<file path="config.mk">
export PLATFORM = sky130hd
export DESIGN_NAME = fc_layer_top
export DESIGN_NICKNAME = d
export VERILOG_FILES = /design/src/logic/fc_pkg.sv /design/src/logic/fc_mac_core.sv /design/src/logic/fc_mover_ctrl.sv /design/src/logic/fc_layer_top.sv
export SDC_FILE = /design/constraint.sdc
export NUM_CORES = 1
export LEC_CHECK = 0
export ABC_AREA = 1
export CORE_ASPECT_RATIO = 0.7
export CORE_MARGIN = 2
export CORE_UTILIZATION = 30
export CTS_CLUSTER_SIZE = 40
export DETAILED_ROUTE_END_ITERATION = 7
export DONT_BUFFER_PORTS = 1
export GPL_ROUTABILITY_DRIVEN = 0
export PLACE_DENSITY = 0.46
export SLEW_MARGIN = 20
export SYNTH_ARGS = -nofsm -noshare
export SYNTH_HDL_FRONTEND = slang
export SYNTH_SLANG_ARGS = --single-unit
</file>
<file path="constraint.sdc">
create_clock -name clk -period 4.6 [get_ports clk]
set_input_delay 0.46 -clock clk [delete_from_list [all_inputs] [get_ports clk]]
set_output_delay 0.46 -clock clk [all_outputs]
set_load 0.02 [all_outputs]
</file>
<file path="src/logic/fc_pkg.sv">
package fc_pkg;

	// Node and weight word width
	localparam int DATA_W = 8;

	// Per-core result, wraps modulo 2^ACC_W
	localparam int ACC_W = 4 * DATA_W;

	// Block memory depth is 2^ADDR_W words
	localparam int ADDR_W = 12;

	// One bit wider than the address so a full memory count fits
	localparam int CNT_W = ADDR_W + 1;

	localparam int DEF_NUM_CORES = 4;

	// Shared by the read and the write FSM
	typedef enum logic [1:0] {
		ST_IDLE = 2'd0,
		ST_RUN  = 2'd1,
		ST_DONE = 2'd2
	} mover_state_t;

endpackage

</file>
<file path="src/logic/fc_mac_core.sv">
`timescale 1ns/100ps

module fc_mac_core (
	input  logic                      clk,
	input  logic                      reset_n,
	input  logic                      i_run,
	input  logic                      i_valid,
	input  logic [fc_pkg::DATA_W-1:0] i_node,
	input  logic [fc_pkg::DATA_W-1:0] i_wgt,
	output logic [fc_pkg::ACC_W-1:0]  o_result,
	output logic                      o_valid
);

	logic [2*fc_pkg::DATA_W-1:0] product;
	logic [fc_pkg::ACC_W-1:0]    product_ext;
	logic [fc_pkg::ACC_W-1:0]    acc;
	logic                        valid_q;

	// Unsigned 8x8 multiply
	assign product     = i_node * i_wgt;
	assign product_ext = {{(fc_pkg::ACC_W - 2*fc_pkg::DATA_W){1'b0}}, product};

	// Accumulator, cleared at the start of every job
	always_ff @(posedge clk or negedge reset_n) begin
		if (!reset_n) begin
			acc <= '0;
		end else if (i_run) begin
			acc <= '0;
		end else if (i_valid) begin
			acc <= acc + product_ext;   // Wraps on overflow
		end
	end

	// One cycle core latency
	always_ff @(posedge clk or negedge reset_n) begin
		if (!reset_n) begin
			valid_q <= 1'b0;
		end else begin
			valid_q <= i_valid;
		end
	end

	assign o_result = acc;
	assign o_valid  = valid_q;

	// The start pulse must never meet data still in flight
	assert property (@(posedge clk) disable iff (!reset_n)
		!(i_run && i_valid))
		else $error("fc_mac_core: i_run while data valid");

endmodule

</file>
<file path="src/logic/fc_mover_ctrl.sv">
`timescale 1ns/100ps

module fc_mover_ctrl #(
	parameter int NUM_CORES = fc_pkg::DEF_NUM_CORES
) (
	input  logic                      clk,
	input  logic                      reset_n,
	input  logic                      i_run,
	input  logic [fc_pkg::CNT_W-1:0]  i_num_cnt,
	input  logic [NUM_CORES-1:0]      i_core_valid,
	output logic                      o_idle,
	output logic                      o_read,
	output logic                      o_write,
	output logic                      o_done,
	output logic [fc_pkg::ADDR_W-1:0] o_rd_addr
);

	fc_pkg::mover_state_t rd_state;
	fc_pkg::mover_state_t rd_state_nxt;
	fc_pkg::mover_state_t wr_state;
	fc_pkg::mover_state_t wr_state_nxt;

	logic [fc_pkg::CNT_W-1:0] num_cnt;
	logic [fc_pkg::CNT_W-1:0] last_idx;
	logic [fc_pkg::CNT_W-1:0] rd_cnt;
	logic [fc_pkg::CNT_W-1:0] wr_cnt;
	logic                     all_valid;
	logic                     rd_last;
	logic                     wr_last;

	always_ff @(posedge clk or negedge reset_n) begin
		if (!reset_n) begin
			rd_state <= fc_pkg::ST_IDLE;
			wr_state <= fc_pkg::ST_IDLE;
		end else begin
			rd_state <= rd_state_nxt;
			wr_state <= wr_state_nxt;
		end
	end

	// Read side runs one address per cycle
	always_comb begin
		rd_state_nxt = rd_state;
		case (rd_state)
			fc_pkg::ST_IDLE: if (i_run) rd_state_nxt = fc_pkg::ST_RUN;
			fc_pkg::ST_RUN:  if (rd_last) rd_state_nxt = fc_pkg::ST_DONE;
			fc_pkg::ST_DONE: rd_state_nxt = fc_pkg::ST_IDLE;
			default:         rd_state_nxt = fc_pkg::ST_IDLE;
		endcase
	end

	// Write side trails the read side by the pipeline depth
	always_comb begin
		wr_state_nxt = wr_state;
		case (wr_state)
			fc_pkg::ST_IDLE: if (i_run) wr_state_nxt = fc_pkg::ST_RUN;
			fc_pkg::ST_RUN:  if (wr_last) wr_state_nxt = fc_pkg::ST_DONE;
			fc_pkg::ST_DONE: wr_state_nxt = fc_pkg::ST_IDLE;
			default:         wr_state_nxt = fc_pkg::ST_IDLE;
		endcase
	end

	assign o_idle  = (rd_state == fc_pkg::ST_IDLE) && (wr_state == fc_pkg::ST_IDLE);
	assign o_read  = (rd_state == fc_pkg::ST_RUN);
	assign o_write = (wr_state == fc_pkg::ST_RUN);
	assign o_done  = (wr_state == fc_pkg::ST_DONE);   // Write side finishes last

	// Item count held for the whole job
	always_ff @(posedge clk or negedge reset_n) begin
		if (!reset_n) begin
			num_cnt <= '0;
		end else if (i_run) begin
			num_cnt <= i_num_cnt;
		end else if (o_done) begin
			num_cnt <= '0;
		end
	end

	assign last_idx  = num_cnt - 1'b1;
	assign all_valid = &i_core_valid;
	assign rd_last   = o_read && (rd_cnt == last_idx);
	assign wr_last   = o_write && all_valid && (wr_cnt == last_idx);

	// Read address counter
	always_ff @(posedge clk or negedge reset_n) begin
		if (!reset_n) begin
			rd_cnt <= '0;
		end else if (rd_last) begin
			rd_cnt <= '0;
		end else if (o_read) begin
			rd_cnt <= rd_cnt + 1'b1;
		end
	end

	// Counts results coming back from the cores
	always_ff @(posedge clk or negedge reset_n) begin
		if (!reset_n) begin
			wr_cnt <= '0;
		end else if (wr_last) begin
			wr_cnt <= '0;
		end else if (o_write && all_valid) begin
			wr_cnt <= wr_cnt + 1'b1;
		end
	end

	// Count never exceeds the memory depth, top bit not needed
	assign o_rd_addr = rd_cnt[fc_pkg::ADDR_W-1:0];

	assert property (@(posedge clk) disable iff (!reset_n)
		i_run |-> o_idle)
		else $error("fc_mover_ctrl: i_run while busy");

	assert property (@(posedge clk) disable iff (!reset_n)
		i_run |-> (i_num_cnt != '0))
		else $error("fc_mover_ctrl: zero count at i_run");

	// Read side must already be back in idle when the write side ends
	assert property (@(posedge clk) disable iff (!reset_n)
		o_done |=> (!o_done && o_idle))
		else $error("fc_mover_ctrl: o_done not a single pulse followed by idle");

endmodule

</file>
<file path="src/logic/fc_layer_top.sv">
`timescale 1ns/100ps

module fc_layer_top #(
	parameter int NUM_CORES = fc_pkg::DEF_NUM_CORES
) (
	input  logic                                clk,
	input  logic                                reset_n,
	input  logic                                i_run,
	input  logic [fc_pkg::CNT_W-1:0]            i_num_cnt,
	output logic                                o_idle,
	output logic                                o_read,
	output logic                                o_write,
	output logic                                o_done,

	// Node memory
	output logic [fc_pkg::ADDR_W-1:0]           o_node_addr,
	output logic                                o_node_ce,
	input  logic [fc_pkg::DATA_W-1:0]           i_node_q,

	// Weight memories, one per core, shared address
	output logic [fc_pkg::ADDR_W-1:0]           o_wgt_addr,
	output logic                                o_wgt_ce,
	input  logic [NUM_CORES*fc_pkg::DATA_W-1:0] i_wgt_q,

	output logic [NUM_CORES*fc_pkg::ACC_W-1:0]  o_result
);

	logic [fc_pkg::ADDR_W-1:0] rd_addr;
	logic                      read_en;
	logic                      rd_valid;
	logic [NUM_CORES-1:0]      core_valid;

	fc_mover_ctrl #(
		.NUM_CORES (NUM_CORES)
	) u_ctrl (
		.clk          (clk),
		.reset_n      (reset_n),
		.i_run        (i_run),
		.i_num_cnt    (i_num_cnt),
		.i_core_valid (core_valid),
		.o_idle       (o_idle),
		.o_read       (read_en),
		.o_write      (o_write),
		.o_done       (o_done),
		.o_rd_addr    (rd_addr)
	);

	assign o_read      = read_en;
	assign o_node_addr = rd_addr;
	assign o_node_ce   = read_en;
	assign o_wgt_addr  = rd_addr;
	assign o_wgt_ce    = read_en;

	// Memory read latency, lines up valid with q
	always_ff @(posedge clk or negedge reset_n) begin
		if (!reset_n) begin
			rd_valid <= 1'b0;
		end else begin
			rd_valid <= read_en;
		end
	end

	// Node word is broadcast, each core gets its own weight slice
	for (genvar g = 0; g < NUM_CORES; g++) begin : g_core
		fc_mac_core u_core (
			.clk      (clk),
			.reset_n  (reset_n),
			.i_run    (i_run),
			.i_valid  (rd_valid),
			.i_node   (i_node_q),
			.i_wgt    (i_wgt_q[g*fc_pkg::DATA_W +: fc_pkg::DATA_W]),
			.o_result (o_result[g*fc_pkg::ACC_W +: fc_pkg::ACC_W]),
			.o_valid  (core_valid[g])
		);
	end

endmodule

</file>
# Word level (Yosys, flattened, before mapping)
# Index checks and enable logic that the tools add are counted.
[word_totals]
register_bits = 173
romBits = 0
inputBits = 56
word_cells = 62
ram_bits = 0
latchBits = 0
mem_count = 0
[classes]
n_mux = 19
n_mul = 4
bitwise = 0
add_sub_neg = 7
order_cmp = 0
eq_ne = 9
n_reduce_logical = 12
n_shift = 0
div = 0
[op_table]
columns = ["cell", "count"]
rows = [
  ["$mux W32", 8],
  ["$add A32 B16 Y32", 4],
  ["$mux W13", 6],
  ["$mul A8 B8 Y16", 4],
  ["$add A13 B1 Y13 const B", 2],
  ["$eq A13 B13 Y1", 2],
  ["$sub A13 B1 Y13 const B", 1],
  ["$pmux W2 S2", 2],
  ["$reduce_bool A2 Y1", 4],
  ["$mux W2", 3],
  ["$ne A2 B2 Y1 const B", 3],
  ["$eq A2 B1 Y1 const B", 2],
  ["$logic_and A1 B1 Y1", 4],
  ["$logic_not A2 Y1", 2],
  ["$reduce_and A2 Y1", 2],
  ["$eq A2 B2 Y1 const B", 1],
  ["$ne A2 B1 Y1 const B", 1],
]

# Longest topological paths before layout
# Gate-level depths: netlist of run 1.
[logic_depth]
word_depth = 5
ltp_mapped = 23

# By module
# Synthesis of run 1 repeated with hierarchy kept, for this count alone.
[hier_totals]
hier_cells = 3141
hier_area_um2 = 21921.0
[modules_own_cells]
columns = ["mod", "seq_area_each_um2", "n_inst", "area_per_inst_um2", "cells_each"]
rows = [
  ["fc_mac_core (g_core[0].u_core ...)", 825.8, 2, 4638.2, 661],
  ["fc_mac_core (g_core[2].u_core)", 825.8, 1, 4684.5, 674],
  ["fc_mac_core (g_core[3].u_core)", 825.8, 1, 4642.0, 661],
  ["fc_mover_ctrl", 1076.0, 1, 3188.1, 469],
  ["fc_layer_top", 25.0, 1, 130.1, 15],
]

# Worst setup path after synthesis of run 1
# OpenSTA, ideal clock, no wires.
[synth_timing]
kind = "in2reg"
from = "input i_node_q[0] (netlist bit)"
to = "register g_core[2].u_core.acc, in the netlist g_core[2].u_core.o_result[24]"
arrival_ns = 4.350
path_stages = 21
path_slack_ns = 0.135
required_ns = 4.485
path_buffers = 1
cell_sequence = "clkbuf_1 -> nand2_1 -> fa_1 -> fa_1 -> inv_1 -> fa_1 -> inv_1 -> fa_1 -> inv_1 -> ha_1 -> nand2_1 -> nand2_1 -> a21oi_1 -> nand2_1 -> nand3_1 -> nand2_1 -> nand2_1 -> nor2_1 -> or2_2 -> inv_1 -> nor2_1"
[synth_via]
elab_chain_cells = 4
[synth_rtl]
columns = ["item", "line_no", "rtl"]
rows = [
  ["from (decl)", "fc_layer_top.sv:18", "input logic [fc_pkg::DATA_W-1:0] i_node_q,"],
  ["$mul A8 B8 Y16", "fc_mac_core.sv:20", "assign product = i_node * i_wgt;"],
  ["$add A32 B16 Y32", "fc_mac_core.sv:30", "acc <= acc + product_ext;"],
  ["$mux W32", "fc_mac_core.sv:29", "end else if (i_valid) begin"],
  ["$mux W32", "fc_mac_core.sv:27", "end else if (i_run) begin"],
  ["to (signal assigned)", "fc_mac_core.sv:30", ""],
  ["to (decl)", "fc_mac_core.sv:16", "logic [fc_pkg::ACC_W-1:0] acc;"],
]
# Every way passes these cells. The select of a mux whose other input is x is not followed.
# A chain may end at the register's enable or synchronous reset.

# Worst setup path after layout of run 1
[layout_timing]
from = "register g_core[3].u_core.acc, in the netlist g_core[3].u_core.o_result[7]"
to = "register g_core[3].u_core.acc, in the netlist g_core[3].u_core.o_result[14]"
[layout_via]
elab_chain_cells = 3
[layout_rtl]
columns = ["item", "line_no"]
rows = [
  ["from (decl)", "fc_mac_core.sv:16"],
  ["from (signal assigned)", "fc_mac_core.sv:30"],
  ["$add A32 B16 Y32", "fc_mac_core.sv:30"],
  ["$mux W32", "fc_mac_core.sv:29"],
  ["$mux W32", "fc_mac_core.sv:27"],
]
# Every way passes these cells. The select of a mux whose other input is x is not followed.

==> impl_metrics.json, run 1 <==
{
  "drt_iter0_markers": 1111,
  "power-per-cell-area_nw_per_um2": 621.8,
  "cts_tree": "built",
  "die_width_um": 313.8,
  "finalSetupViolations": 0,
  "cp_max_fo": 6,
  "first_global_vias": 16890,
  "critical_path_start_end_classification": "flop to flop",
  "syn2layout_area_growth_pct": 8.131,
  "drc": 0,
  "final_hold_viol_count": 0,
  "route.antenna.remaining_nets": 0,
  "floorplan.rows": 79,
  "synth-seq-area-share": 0.2147,
  "cts-root-to-sink-buffers": 2,
  "ir_worst_vdd_mv": 0.4213,
  "worst_path_largest_cell_delay_ns": 0.55,
  "fin_nets": 3151,
  "timing.hold.worst.class": "input port to flop",
  "internal-power_uw": 6379,
  "synthFlopType": "sky130_fd_sc_hd__dfrtp_1",
  "cts.htree.levels": 4,
  "mappedNetlistArea_sq_um": 20160,
  "cts-buffers-inserted": 17,
  "commonest_non_fill_non_tap_cells_in_the_layout": "688 x sky130_fd_sc_hd__inv_1, 653 x sky130_fd_sc_hd__nand2_1, 200 x sky130_fd_sc_hd__fa_1",
  "cpMaxStageDelayCell": "sky130_fd_sc_hd__fa_1",
  "dp_hpwl_um": 46590,
  "dieHeight_um": 220.9,
  "post_synth_edffs": 0,
  "pin_count": 214,
  "placement.io_buffers": 0,
  "max_freq_mhz": 231.2,
  "grtUsageTotal": 0.1796,
  "fin_crit_sh": 0.9404,
  "ys.warnings.count": 0,
  "p_clk_frac": 0.120,
  "timing_worst_slew_pin_value_ns": 0.7845,
  "finalWorstSetupSlack_ns": 0.2743,
  "total_leakage_power_uw": 0.01210,
  "clk_root_buffer_cell": "sky130_fd_sc_hd__clkbuf_16",
  "max_cap_viol_count": 0,
  "async_flop_share": 1.000,
  "max-slew-margin-rel": 0.4770,
  "status": "complete, no violations",
  "slew_viol_final": 0,
  "route.detailed.wl_per_inst_um": 16.46,
  "initial_core_util": 0.3035,
  "gr-total-overflow": 0,
  "power.share.combinational": 0.695,
  "crit_path_start_kind": "flop",
  "data_required_time_of_the_worst_path_ns": 4.97,
  "postPlaceCellArea_sq_um": 21090,
  "insertion_delay_ns": 0.51,
  "dp_worst_setup_slack_ns": 0.05694,
  "worst_setup_path_end_kind": "flop",
  "dr.pass1.iters": 5,
  "grt_max_degree": 174,
  "seq_power_share": 0.185,
  "switchingPower_uw": 7175,
  "final_period_minus_worst_setup_slack_ns": 4.326,
  "grt_antenna_before_repair": 0,
  "drive_above_1_share": 0.04597,
  "postSynthCellCount": 2769,
  "vias": 16720,
  "synth.distinct_cells": 44,
  "fp.coreArea_sq_um": 66420,
  "synth_fp_nets": 3192,
  "syn_area_per_cell_sq_um": 7.280,
  "clock_skew_ns": 0.01777,
  "cts.sink_count": 173,
  "grt_pass1_wl_um": 96930,
  "timing.critical_path.arrival_ns": 4.69,
  "reg2reg_setup_slack_ns": 0.27,
  "wl_um": 59770,
  "mostFrequentLayoutCell": "sky130_fd_sc_hd__inv_1",
  "postSynthRegisterBits": 173,
  "final_design_area_no_fill_sq_um": 21800,
  "via_per_inst": 4.605,
  "clkTransAtPathRegs_ns": 0.08,
  "num_antenna_cells": 0,
  "floorplan.die_area_sq_um": 69320,
  "critical_path.cell_chain": "inv_1, fa_1, inv_1, fa_1, fa_1, inv_1, fa_1, inv_1, ha_1, a21oi_1, nor2_1, nor2_1, o21ai_0, buf_4, a21oi_1, xor2_1, o22ai_1",
  "switching_share": 0.5293
}
[area by class of cell]
class	instances	area [sq um]
Timing Repair Buffer	53	442.9
Multi-Input combinational cell	1790	12700
Fill cell	7131	44630
Clock buffer	20	446.7
Sequential cell	173	4329
Tap cell	891	1115
Clock inverter	12	157.7
Inverter	693	2603
[kinds of logic (layout without fill, tap and decap cells)]
kind of cell,Yosys count,in the layout,share of synthesized area
XOR/XNOR,58,58,0.02520
buffers and inverters,806,778,0.1573
AND/OR/NAND/NOR,1079,1079,0.2224
adder cells (fa/ha/maj),367,367,0.3023
AO/OA/AOI/OAI,286,286,0.07808
flip-flops,173,173,0.2147
[cells in the mapped netlist (all sizes together) (4+ instances only)]
master,n,share of area
nand2,660,0.12
xor2,40,0.017
nor2,190,0.037
buf,40,0.013
o21ai,115,0.029
inv,693,0.13
clkbuf,73,0.015
a22o,4,0.0017
nor4,10,0.0031
a31oi,5,0.0016
xnor2,18,0.0078
nand4,24,0.0074
nand3,129,0.033
ha,167,0.10
a21boi,6,0.0022
o22ai,29,0.0090
nor3,43,0.011
fa,200,0.20
dfrtp,173,0.21
a21o,5,0.0019
or2,14,0.0043
a21oi,110,0.027
[critical path, delay by kind of cell (launching register included)]
family | cells | cell delay, ns
XOR/XNOR | 1 | 0.21
AO/OA/AOI/OAI | 4 | 0.67
AND/OR/NAND/NOR | 2 | 0.15
adder cells (fa/ha/maj) | 5 | 2.40
buffers and inverters | 5 | 0.41
flip-flops | 1 | 0.36
[per-layer routing]
metal / up-vias / track usage / part of all wire
met5: - / 0 / 0
met4: 0 / 0.04862 / 0.016
met3: 42 / 0.04142 / 0.061
met2: 321 / 0.2696 / 0.43
met1: 8109 / 0.2578 / 0.50
li1: 8252 / - / -
[state kept, by name, summed over array words and instances (netlist names)]
register                count
u_ctrl.wr_cnt              13
g_core.u_core.o_valid       1
u_ctrl.num_cnt             13
u_ctrl.wr_state             2
u_ctrl.rd_state             2
rd_valid                    1
g_core.u_core.o_result    128
u_ctrl.rd_cnt              13
[metrics by stage]
step                power [uW]    util    TNS (ns)  std cells  hold slack [ns]
floorplan                 9510       -           0       2769           0.1644
global placement         11810  0.3174           0       3596           0.1774
detailed placement       11830  0.3174           0       3596           0.1808
CTS                      13620  0.3271           0       3630          0.02216
global route             15190  0.3282  -0.0009575       3632          0.05044
finish                   13550  0.3282           0       3632          0.07828
[power groups by stage]
stage / Clock (uW) / Sequential (uW) / Combinational [uW]
3_5_place_dp: 0 / 2540 / 9290
2_1_floorplan: 0 / 2400 / 7110
4_1_cts: 1700 / 2520 / 9410
6_report: 1630 / 2500 / 9420
5_1_grt: 1740 / 2570 / 10900
3_3_place_gp: 0 / 2540 / 9270
[worst paths after layout]
path	from	end	depth (start not counted)
worst min register to register	rd_valid	g_core[1].u_core.o_valid	0
worst max-delay path	g_core[3].u_core.o_result[7]	g_core[3].u_core.o_result[14]	17
worst max register to register	g_core[3].u_core.o_result[7]	g_core[3].u_core.o_result[14]	17
max in group asynchronous	reset_n	g_core[0].u_core.o_result[14]	3
min in group asynchronous	reset_n	g_core[1].u_core.o_result[3]	2
worst min-delay path	i_num_cnt[6]	u_ctrl.num_cnt[6]	2
[repair_timing]
item | CTS | global route
resized for setup | 0 | 13
hold endpoints to repair | 174 | 55
hold buffers | 2 | 1
setup endpoints to repair | 0 | 22
setup buffers | 0 | 0
(Power assumes the default switching activity.)
==> inputs of run 2 (changes only) <==
--- a/config.mk
+++ b/config.mk
@@ -17,4 +17,5 @@
 export SLEW_MARGIN = 20
 export SYNTH_ARGS = -nofsm -noshare
 export SYNTH_HDL_FRONTEND = slang
+export SYNTH_HIERARCHICAL = 1
 export SYNTH_SLANG_ARGS = --single-unit
==> run 2 against run 1 <==
Register-to-register slack got worse by 0.08 ns; first-iteration DRC count rose by 17%; non-clock buffer count fell by 28; hold slack got worse by 0.010 ns; power rose by 9.3%; via count rose by 8.2%; clock skew rose by 0.0017 ns; synthesized cell count rose by 13%; wire length rose by 7.9%; core utilization fell by 0.20 points; clock power rose by 4%.
==> impl_metrics.json, run 2 <==
{
  "initial_core_util": 0.3048,
  "ys.warnings.count": 6,
  "cpMaxStageDelayCell": "sky130_fd_sc_hd__fa_1",
  "critPathTopFamily": "adder cells",
  "data_required_time_of_the_worst_path_ns": 5.00,
  "synth-seq-area-share": 0.2009,
  "cts_tree": "built",
  "max_freq_mhz": 227.1,
  "timing_worst_slew_pin_value_ns": 0.9327,
  "cts-root-to-sink-buffers": 2,
  "critical_path_start_end_classification": "flop to flop",
  "slew_viol_final": 0,
  "grtUsageTotal": 0.1786,
  "mostFrequentLayoutCell": "sky130_fd_sc_hd__nand2_1",
  "synthMostInstantiatedCell": "sky130_fd_sc_hd__nand2_1",
  "via_per_inst": 4.467,
  "post_synth_edffs": 0,
  "synth_top_area_share": 0.2009,
  "final_hold_viol_count": 0,
  "num_antenna_cells": 0,
  "max-slew-margin-rel": 0.3759,
  "placement.io_buffers": 0,
  "ir_worst_vdd_mv": 0.3178,
  "synth_top_cells_by_area": "sky130_fd_sc_hd__dfrtp_1 20%, sky130_fd_sc_hd__fa_1 18%, sky130_fd_sc_hd__nand2_1 15%, sky130_fd_sc_hd__inv_1 13%, sky130_fd_sc_hd__ha_1 9.5%",
  "cp_max_fo": 4,
  "clock_skew_ns": 0.01945,
  "die_width_um": 327.1,
  "postSynthRegisterBits": 176,
  "postSynthCellCount": 3141,
  "grt_pass1_wl_um": 104600,
  "async_flop_share": 1.000,
  "commonest_non_fill_non_tap_cells_in_the_layout": "901 x sky130_fd_sc_hd__nand2_1, 758 x sky130_fd_sc_hd__inv_1, 200 x sky130_fd_sc_hd__fa_1",
  "route.antenna.remaining_nets": 0,
  "switchingPower_uw": 8402,
  "netlist.top_cell.by_area": "sky130_fd_sc_hd__dfrtp_1",
  "total_leakage_power_uw": 0.01345,
  "floorplan.rows": 82,
  "cts.htree.levels": 4,
  "timing.hold.worst.class": "input port to flop",
  "grt_antenna_before_repair": 0,
  "route.detailed.wl_per_inst_um": 15.92,
  "internal-power_uw": 6416,
  "crit_path_start_kind": "flop",
  "fin_crit_sh": 0.9574,
  "grt_max_degree": 177,
  "worst_setup_path_end_kind": "flop",
  "worst_path_largest_cell_delay_ns": 0.55,
  "power-per-cell-area_nw_per_um2": 631.6,
  "vias": 18100,
  "insertion_delay_ns": 0.51,
  "dieHeight_um": 230.2,
  "clk_root_buffer_cell": "sky130_fd_sc_hd__clkbuf_16",
  "p_clk_frac": 0.115,
  "synth.distinct_cells": 41,
  "max_cap_viol_count": 0,
  "finalSetupViolations": 0,
  "power.share.combinational": 0.704,
  "seq_power_share": 0.181,
  "final_period_minus_worst_setup_slack_ns": 4.404,
  "cts.sink_count": 176,
  "first_global_vias": 17690,
  "synth.top_cells.by_count": "901 x sky130_fd_sc_hd__nand2_1, 758 x sky130_fd_sc_hd__inv_1, 200 x sky130_fd_sc_hd__fa_1, 188 x sky130_fd_sc_hd__nor2_1, 176 x sky130_fd_sc_hd__dfrtp_1",
  "synth_fp_nets": 3564,
  "synthFlopType": "sky130_fd_sc_hd__dfrtp_1",
  "dp_hpwl_um": 51060,
  "pin_count": 214,
  "gr-total-overflow": 0,
  "syn_area_per_cell_sq_um": 6.979,
  "cp.buffers_inverters": 4,
  "drive_above_1_share": 0.07097,
  "floorplan.die_area_sq_um": 75280,
  "drc": 0,
  "grt_setup_unrepaired": "false",
  "switching_share": 0.5670,
  "critical_path.cell_chain": "inv_1, fa_1, inv_1, fa_1, ha_1, inv_1, fa_1, inv_1, fa_1, nand3_1, nand3_1, nand2_1, nand3_2, nand2_1, nand2_1, a21oi_1, nor2_1",
  "syn2layout_area_growth_pct": 7.021,
  "wl_um": 64510,
  "cts-buffers-inserted": 17,
  "fin_nets": 3496,
  "fp.coreArea_sq_um": 71920,
  "post-layout-total-power_uw": 14820,
  "cts_setup_buffers": 0,
  "dr.pass1.iters": 6,
  "timing.critical_path.arrival_ns": 4.80,
  "largest_reg_flops": 128,
  "mappedNetlistArea_sq_um": 21920,
  "status": "complete, no violations",
  "drt_iter0_markers": 1302,
  "clkTransAtPathRegs_ns": 0.09,
  "fin_setup_tns_ns": 0
}
[run 2: changes by cell type in the layout (fill, tap and decap cells not counted), sizes merged, moves of 7 or more]
cell and delta:
nand2 +291, inv +75, nand3 +58, nor2 +48
o21ai -30, buf -27, o22ai -15, xor2 -15
nand3b +11, nor3 -9, and2 +8, or2 -7
xnor2 -7
[run 2: metrics by stage]
step | instances | cell area [sq um] | hold WS (ns) | util | setup WS, ns
2_1_floorplan | 3141 | 21920 | 0.1644 | - | 0.3996
3_3_place_gp | 4017 | 22750 | 0.1690 | 0.3164 | 0.2092
3_5_place_dp | 4017 | 22750 | 0.1677 | 0.3164 | 0.2348
4_1_cts | 4050 | 23420 | 0.01963 | 0.3257 | 0.2569
5_1_grt | 4052 | 23460 | 0.05263 | 0.3262 | 0.01606
6_report | 4052 | 23460 | 0.06780 | 0.3262 | 0.1960
[run 2: cell families after synthesis]
kind of cell | count (synthesis) | share of synthesized area
xor gates and xnor gates | 37 | 0.01541
buffers and inverters | 875 | 0.1555
AOI/OAI and AO/OA | 217 | 0.05291
adders and majority gates | 367 | 0.2780
and+or+nand+nor | 1469 | 0.2973
DFF | 176 | 0.2009
[run 2: final cells by class]
class	instances	area, sq um
fillers	7881	48460
clock inverters	15	216.5
well taps	966	1209
repair buffers	25	230.2
multi-input cells	2090	14110
flip-flops and latches	176	4404
inverters	763	2867
clock buffers	17	425.4
[run 2: worst paths after layout]
| check | from | end | slack [ns] | cells past startpoint |
|---|---|---|---|---|
| worst max-delay path | g_core[2].u_core/o_result[4] | g_core[2].u_core/o_result[19] | 0.20 | 17 |
| worst min-delay path | i_num_cnt[10] | u_ctrl/num_cnt[10] | 0.07 | 2 |
| worst max register to register | g_core[2].u_core/o_result[4] | g_core[2].u_core/o_result[19] | 0.20 | 17 |
| worst min register to register | u_ctrl/rd_state[0] | u_ctrl/rd_state[0] | 0.56 | 2 |
| max in group asynchronous | reset_n | g_core[0].u_core/o_result[10] | 3.08 | 3 |
| min in group asynchronous | reset_n | u_ctrl/rd_cnt[12] | 0.47 | 2 |
[run 2: power by group through the flow]
stage	Sequential, uW	Combinational (uW)	Clock (uW)
2_1_floorplan	2470	8230	0
6_report	2680	10400	1700
3_3_place_gp	2730	10400	0
3_5_place_dp	2730	10400	0
5_1_grt	2760	12100	1840
4_1_cts	2700	10500	1780
[run 2: routing by layer]
metal	track usage	share of wire	up-vias
li1	-	-	9199
met1	0.2749	0.52	8478
met2	0.2503	0.40	395
met3	0.04149	0.071	27
met4	0.03512	0.0098	0
met5	0	0	-
[run 2: repair_timing]
item / in CTS / in global routing
hold buffers: 1 / 1
gates resized for setup: 0 / 0
endpoints found under the hold margin: 176 / 73
